## src/verilog/ex_pkg.sv

```systemverilog
// shared widths, opcode encodings and stage bundles; XLEN is fixed at 64, RV64 only
package ex_pkg;

  localparam int XLEN        = 64;
  localparam int GPR_ADDR_WD = 5;
  localparam int CSR_ADDR_WD = 12;

  typedef enum logic [4:0] {
    ALU_ADD  = 5'd0,
    ALU_SUB  = 5'd1,
    ALU_SLL  = 5'd2,
    ALU_SLT  = 5'd3,
    ALU_SLTU = 5'd4,
    ALU_XOR  = 5'd5,
    ALU_SRL  = 5'd6,
    ALU_SRA  = 5'd7,
    ALU_OR   = 5'd8,
    ALU_AND  = 5'd9,
    ALU_LUI  = 5'd10  // passes operand 2 through
  } alu_op_e;

  typedef enum logic {
    SRC1_RS1 = 1'b0,
    SRC1_PC  = 1'b1
  } src1_sel_e;

  typedef enum logic [1:0] {
    SRC2_RS2  = 2'd0,
    SRC2_IMM  = 2'd1,
    SRC2_FOUR = 2'd2  // link address
  } src2_sel_e;

  typedef enum logic [2:0] {
    CSR_NONE = 3'd0,
    CSR_RW   = 3'd1,
    CSR_RS   = 3'd2,
    CSR_RC   = 3'd3,
    CSR_RWI  = 3'd5,
    CSR_RSI  = 3'd6,
    CSR_RCI  = 3'd7
  } csr_op_e;

  typedef enum logic [2:0] {
    MEM_B  = 3'd0,
    MEM_H  = 3'd1,
    MEM_W  = 3'd2,
    MEM_D  = 3'd3,
    MEM_BU = 3'd4,
    MEM_HU = 3'd5,
    MEM_WU = 3'd6
  } mem_op_e;

  typedef struct packed {
    logic [XLEN-1:0]        rs1data;
    logic [XLEN-1:0]        rs2data;
    logic [XLEN-1:0]        csrrdata;
    logic [XLEN-1:0]        imm;
    logic [XLEN-1:0]        pc;
    src1_sel_e              alu_src1_sel;
    src2_sel_e              alu_src2_sel;
    logic                   alu_word_cut;
    alu_op_e                alu_op;
    logic [GPR_ADDR_WD-1:0] rd;
    logic [CSR_ADDR_WD-1:0] csr;
    logic                   gpr_wen;
    logic                   csr_wen;
    logic                   mem_ren;
    logic                   mem_wen;
    mem_op_e                mem_op;
    logic                   csr_inst_sel;  // csrrdata goes to the gpr
    csr_op_e                csr_op;
  } ds_to_es_t;

  typedef struct packed {
    logic [GPR_ADDR_WD-1:0] rd;
    logic [CSR_ADDR_WD-1:0] csr;
    logic                   gpr_wen;
    logic                   csr_wen;
    logic                   mem_ren;
    mem_op_e                mem_op;
    logic                   csr_inst_sel;
    logic [XLEN-1:0]        csrrdata;
    logic [XLEN-1:0]        alu_result;  // also the load address
    logic [XLEN-1:0]        csr_result;
  } es_to_ms_t;

  typedef struct packed {
    logic [GPR_ADDR_WD-1:0] rd;
    logic [CSR_ADDR_WD-1:0] csr;
    logic                   gpr_wen;
    logic                   csr_wen;
    logic [XLEN-1:0]        gpr_wdata;
    logic [XLEN-1:0]        csr_wdata;
  } ms_to_ws_t;

endpackage
```

## src/verilog/mem_stage.sv

```systemverilog
// memory stage; expects RAM read data the edge after the ex request, held while stalled
`timescale 1ns/100ps

module mem_stage (
  input  logic                           i_clk,
  input  logic                           i_rst_n,
  input  logic                           i_ws_allowin,
  output logic                           o_ms_allowin,
  input  logic                           i_es_to_ms_valid,
  input  ex_pkg::es_to_ms_t              i_es_to_ms_bus,
  input  logic [ex_pkg::XLEN-1:0]        i_sram_rdata,
  output logic                           o_ms_to_ws_valid,
  output ex_pkg::ms_to_ws_t              o_ms_to_ws_bus,
  output logic [ex_pkg::GPR_ADDR_WD-1:0] o_ms_rd,
  output logic [ex_pkg::CSR_ADDR_WD-1:0] o_ms_csr_rd
);

  logic                    ms_valid;
  ex_pkg::es_to_ms_t       ms_bus;
  logic [ex_pkg::XLEN-1:0] rdata_shift;
  logic [ex_pkg::XLEN-1:0] load_data;

  assign o_ms_allowin     = !ms_valid || i_ws_allowin;
  assign o_ms_to_ws_valid = ms_valid;

  always_ff @(posedge i_clk or negedge i_rst_n) begin
    if (!i_rst_n)
      ms_valid <= 1'b0;
    else if (o_ms_allowin)
      ms_valid <= i_es_to_ms_valid;
  end

  always_ff @(posedge i_clk) begin
    if (i_es_to_ms_valid && o_ms_allowin)
      ms_bus <= i_es_to_ms_bus;
  end

  // move the addressed byte down to lane 0
  assign rdata_shift = i_sram_rdata >> {ms_bus.alu_result[2:0], 3'b000};

  always_comb begin
    case (ms_bus.mem_op)
      ex_pkg::MEM_B:  load_data = {{56{rdata_shift[7]}}, rdata_shift[7:0]};
      ex_pkg::MEM_H:  load_data = {{48{rdata_shift[15]}}, rdata_shift[15:0]};
      ex_pkg::MEM_W:  load_data = {{32{rdata_shift[31]}}, rdata_shift[31:0]};
      ex_pkg::MEM_BU: load_data = {56'b0, rdata_shift[7:0]};
      ex_pkg::MEM_HU: load_data = {48'b0, rdata_shift[15:0]};
      ex_pkg::MEM_WU: load_data = {32'b0, rdata_shift[31:0]};
      default:        load_data = rdata_shift;  // doubleword
    endcase
  end

  always_comb begin
    o_ms_to_ws_bus.rd        = ms_bus.rd;
    o_ms_to_ws_bus.csr       = ms_bus.csr;
    o_ms_to_ws_bus.gpr_wen   = ms_bus.gpr_wen;
    o_ms_to_ws_bus.csr_wen   = ms_bus.csr_wen;
    o_ms_to_ws_bus.csr_wdata = ms_bus.csr_result;
    if (ms_bus.mem_ren)
      o_ms_to_ws_bus.gpr_wdata = load_data;
    else if (ms_bus.csr_inst_sel)
      o_ms_to_ws_bus.gpr_wdata = ms_bus.csrrdata;  // old csr value
    else
      o_ms_to_ws_bus.gpr_wdata = ms_bus.alu_result;
  end

  assign o_ms_rd     = (ms_valid && ms_bus.gpr_wen) ? ms_bus.rd : '0;
  assign o_ms_csr_rd = (ms_valid && ms_bus.csr_wen) ? ms_bus.csr : '0;

endmodule

```

## config.mk

```make
export PLATFORM = sky130hd
export DESIGN_NAME = mem_stage
export DESIGN_NICKNAME = d
export VERILOG_FILES = /design/src/verilog/ex_pkg.sv /design/src/verilog/mem_stage.sv
export SDC_FILE = /design/constraint.sdc
export NUM_CORES = 1
export LEC_CHECK = 0
export BUFFER_PORTS_ARGS = -buffer_cell sky130_fd_sc_hd__buf_2
export CORE_AREA = 2 2 176 178
export DETAILED_ROUTE_END_ITERATION = 10
export DIE_AREA = 0 0 178 180
export GPL_ROUTABILITY_DRIVEN = 1
export HOLD_SLACK_MARGIN = 0.15
export PLACE_DENSITY = 0.63
export SLEW_MARGIN = 20
export SYNTH_ARGS = -nofsm -noshare
export SYNTH_HDL_FRONTEND = slang
export SYNTH_SLANG_ARGS = --single-unit
```

## constraint.sdc

```tcl
create_clock -name i_clk -period 7.2 [get_ports i_clk]
set_input_delay 1.08 -clock i_clk [delete_from_list [all_inputs] [get_ports i_clk]]
set_output_delay 1.08 -clock i_clk [all_outputs]
set_load 0.02 [all_outputs]
```

==> results.txt <==
----------------------------------------------------
[Outcome]
  Run status ... finished, final reports clean

[Die]
  Count of standard-cell rows ... 64
  Initial cell density of the core ... 35.35%
  Die outline area ... 32,040 um2
  IO Pins ... 450
  Overall die height ... 180 um
  Die Span X ... 178 um
  Floorplan Core Area ... 30,190 um2

[Finish]
  Proportion of layout cells with a drive suffix above 1 ... 47.74%
  Area of all placed cells without fillers ... 13,360 um2
  Filler cell count in the final layout ... 2,832
  Final core utilization ... 44.24%
  Highest-count cells in the layout ignoring fill and taps ... sky130_fd_sc_hd__buf_2 (449), sky130_fd_sc_hd__edfxtp_1 (216), sky130_fd_sc_hd__nor2b_1 (60)
  Layout Cells excl Fill ... 1,554
  Area added between synthesis and finish ... 25.15%
  Commonest non-fill, non-tap cell in the layout ... sky130_fd_sc_hd__buf_2
  Final layout net count ... 1,418

[Critical path]
  Destination of the critical timing path ... o_ms_to_ws_bus[122]
  Slack of the worst reg-to-reg path ... 4390 ps
  Crit path required time ... 6120 ps
  Worst setup EP type ... output pin
  Buf/Inv on CP ... 1
  Slowest-stage cell, CP ... sky130_fd_sc_hd__edfxtp_1
  Peak per-stage delay on the critical path ... 670 ps
  Critical Path Fanout Max ... 17
  Kind of cell with the highest combined delay on the critical path ... simple AND/OR/NAND/NOR gates
  Timing startpoint of the critical path ... ms_bus[194]
  RR Startpoint ... o_ms_to_ws_valid
  Data arrival at the endpoint of the critical path ... 3540 ps
  WP depth ... 6
  Crit path kind ... flop to output pin
  Cell chain of the critical path ... and3b_1, and2_1, nor2b_1, nand2_1, a31oi_1, buf_2
  Kind of launch point of the worst setup path ... flop
  Endpoint of the worst register-to-register path ... ms_bus[127]
  Number of cells on the worst reg-to-reg path ... 3

[Global route]
  Pin count of the biggest net entering global routing ... 87
  Global-route wire length before repair ... 50,250 um
  Fraction of met2 tracks used by global routing ... 37.18%
  Via count of the first global-routing pass ... 7,923
  Global routing usage summed across all routing layers ... 21.62%
  Leftover overflow at the end of global routing ... 0
  Number of antenna violations at the first check in global routing ... 11
  Met3 Track Usage GR ... 6.980%
  Grt met1 use ... 23.62%
  GRT Max-Usage Layer ... met2

[Clocking]
  CTS Buf Count ... 24
  Clock latency reported for the late side of the worst-skew pair ... 540 ps
  Post-cts repair resize count ... 0
  Library cell used as clock root buffer ... sky130_fd_sc_hd__clkbuf_16
  Number of sinks handled by clock tree synthesis ... 217
  H-tree level count ... 1
  CTS tree ... yes
  Setup Fix Bufs, Post-CTS ... 0
  CTS Buffer Depth ... 3
  Clock-pin transition on the worst setup and hold timing paths ... 60 ps
  Count of hold-fix buffers inserted at cts ... 0

[STA]
  Minimum clock period after layout ... 4624 ps
  F_max ... 216.3 MHz
  Worst max-slew margin expressed relative to the limit ... 26.69%
  Aggregate negative setup slack ... 0 ps
  Endpoints failing hold ... 0
  Share of the cycle needed by the critical path after routing ... 64.22%
  Unrepaired setup endpoints after global routing ... no
  Slew at the pin closest to its max-slew limit ... 1097 ps
  Layout Skew ... 12.80 ps
  Count of final setup violators ... 0
  Final Max Slew Viols ... 0

[Synth]
  Post-synth net total ... 1,073
  Syn Std Cell Area ... 10,670 um2
  Post-synthesis sequential area ratio ... 61.02%
  Ys Warns ... 0
  Count of different cell masters after synthesis ... 43
  Synth Area per Inst ... 13.53 um2
  Number of synthesized register bits ... 217
  Gate count after technology mapping ... 789

[Detailed routing]
  Aggregate routed wire length ... 36,120 um
  Detailed-route vias per instance ... 5.086
  Number of DRC markers after the initial detailed-route iteration ... 497
  Antenna Nets Post-Route ... 0
  Residual DRC count ... 0
  Routed WL per cell ... 23.24 um
  Via count ... 7,904
  Length of the first detailed-routing pass in iterations ... 5

[Power]
  Leakage power ... 5.369 nW
  Pwr dens ... 237.2 nW/um2
  Worst-case vdd ir drop ... 0.0001967 V

[Run]
  Max-capacitance violation count ... 0

[Min path]
  Worst Hold Class ... primary input to async pin

[Placement]
  Post-detail-place hpwl ... 27,990 um
  Number of cells after detailed placement ... 1,504
  IO Port Bufs ... 449
  Cell area after placement ... 12,600 um2
  Gpl congestion ... 0.8545

----------------------------------------------------
==> how the worst min path moves through the flow <==
stage | endpoint | slack, ps | depth (start not counted)
CTS | o_ms_to_ws_valid | 270 | 1
detailed placement | o_ms_to_ws_valid | 860 | 1
global route | o_ms_to_ws_valid | 280 | 1
global placement | o_ms_to_ws_valid | 860 | 1
finish | o_ms_to_ws_valid | 300 | 1
floorplan | o_ms_to_ws_valid | 780 | 0
==> worst reg2reg max path: cells and delay by family, from the launching register on <==
family / cells / cell delay (ps)
AND/OR/NAND/NOR: 2 / 980
flip-flops: 1 / 580
buffers and inverters: 1 / 790
==> cell families after synthesis <==
| logic type | count (synthesis) | share of synthesized area, % |
|---|---|---|
| flip-flops | 217 | 61.02 |
| AND/OR/NAND/NOR | 182 | 9.075 |
| AO/OA/AOI/OAI | 167 | 10.96 |
| buffers and inverters | 143 | 8.500 |
| multiplexers | 80 | 10.45 |
==> area by class of cell <==
cell class	instances	area, um2	area share [%]
timing repair buffer	460	2333	17.47
antenna	8	20.02	0.1499
clock inverter	13	112.6	0.8432
sequential	217	6511	48.75
tap	396	495.5	3.710
clock buffer	29	619.3	4.637
inverter	2	7.507	0.05621
multi-input combinational	429	3256	24.38
==> flip-flops by register name, indices dropped and copies added (netlist names) <==
signal and cells:
o_ms_to_ws_valid 1, o_ms_to_ws_bus 83, ms_bus 133
==> metal layers <==
metal | up-vias | routed length (um) | share of wire (%)
met3 | 89 | 3572 | 9.9
met5 | - | 53 | 0.15
met1 | 3770 | 12740 | 35
li1 | 3646 | - | -
met4 | 8 | 2047 | 5.7
met2 | 391 | 17710 | 49
==> stage by stage <==
stage / setup slack [ps] / hold WS, ps / total power, mW
floorplan: 302.4 / 784.4 / 1.861
CTS: 2593 / 273.6 / 3.192
finish: 2576 / 301.3 / 3.168
detailed placement: 3148 / 857.9 / 2.044
global route: 2399 / 278.6 / 3.282
global placement: 3173 / 856.2 / 2.036
==> cell usage after synthesis, drive strengths merged <==
cell type	number	share of area (%)
and2	2	0.12
buf	108	7.3
a31oi	49	2.9
nand2	57	2.0
o22ai	3	0.35
o211ai	3	0.21
nor3b	1	0.070
nand3	2	0.094
o21ai	2	0.094
dfrtp	1	0.23
or2	1	0.059
edfxtp	216	61
nor4	1	0.20
a21oi	32	1.5
and3b	1	0.082
nor4b	1	0.22
a221o	6	0.56
o2bb2ai	7	0.57
o211a	1	0.094
nor2	28	1.0
nand2b	8	0.47
a211oi	56	4.1
nor3	1	0.047
and3	17	1.0
mux4	22	4.6
or4	1	0.070
o21a	1	0.070
o22a	7	0.57
clkbuf	33	1.2
or4b	1	0.094
mux2	28	3.0
nor2b	60	3.5
mux2i	30	2.8
inv	2	0.070
==> power by group <==
group	switching, mW	internal, mW	leakage [nW]
Sequential	0.0236	1.48	2.07
Clock	0.502	0.649	0.349
Combinational	0.322	0.196	2.95
Total	0.847	2.32	5.37
No activity file was read; power rests on OpenSTA's default activity.
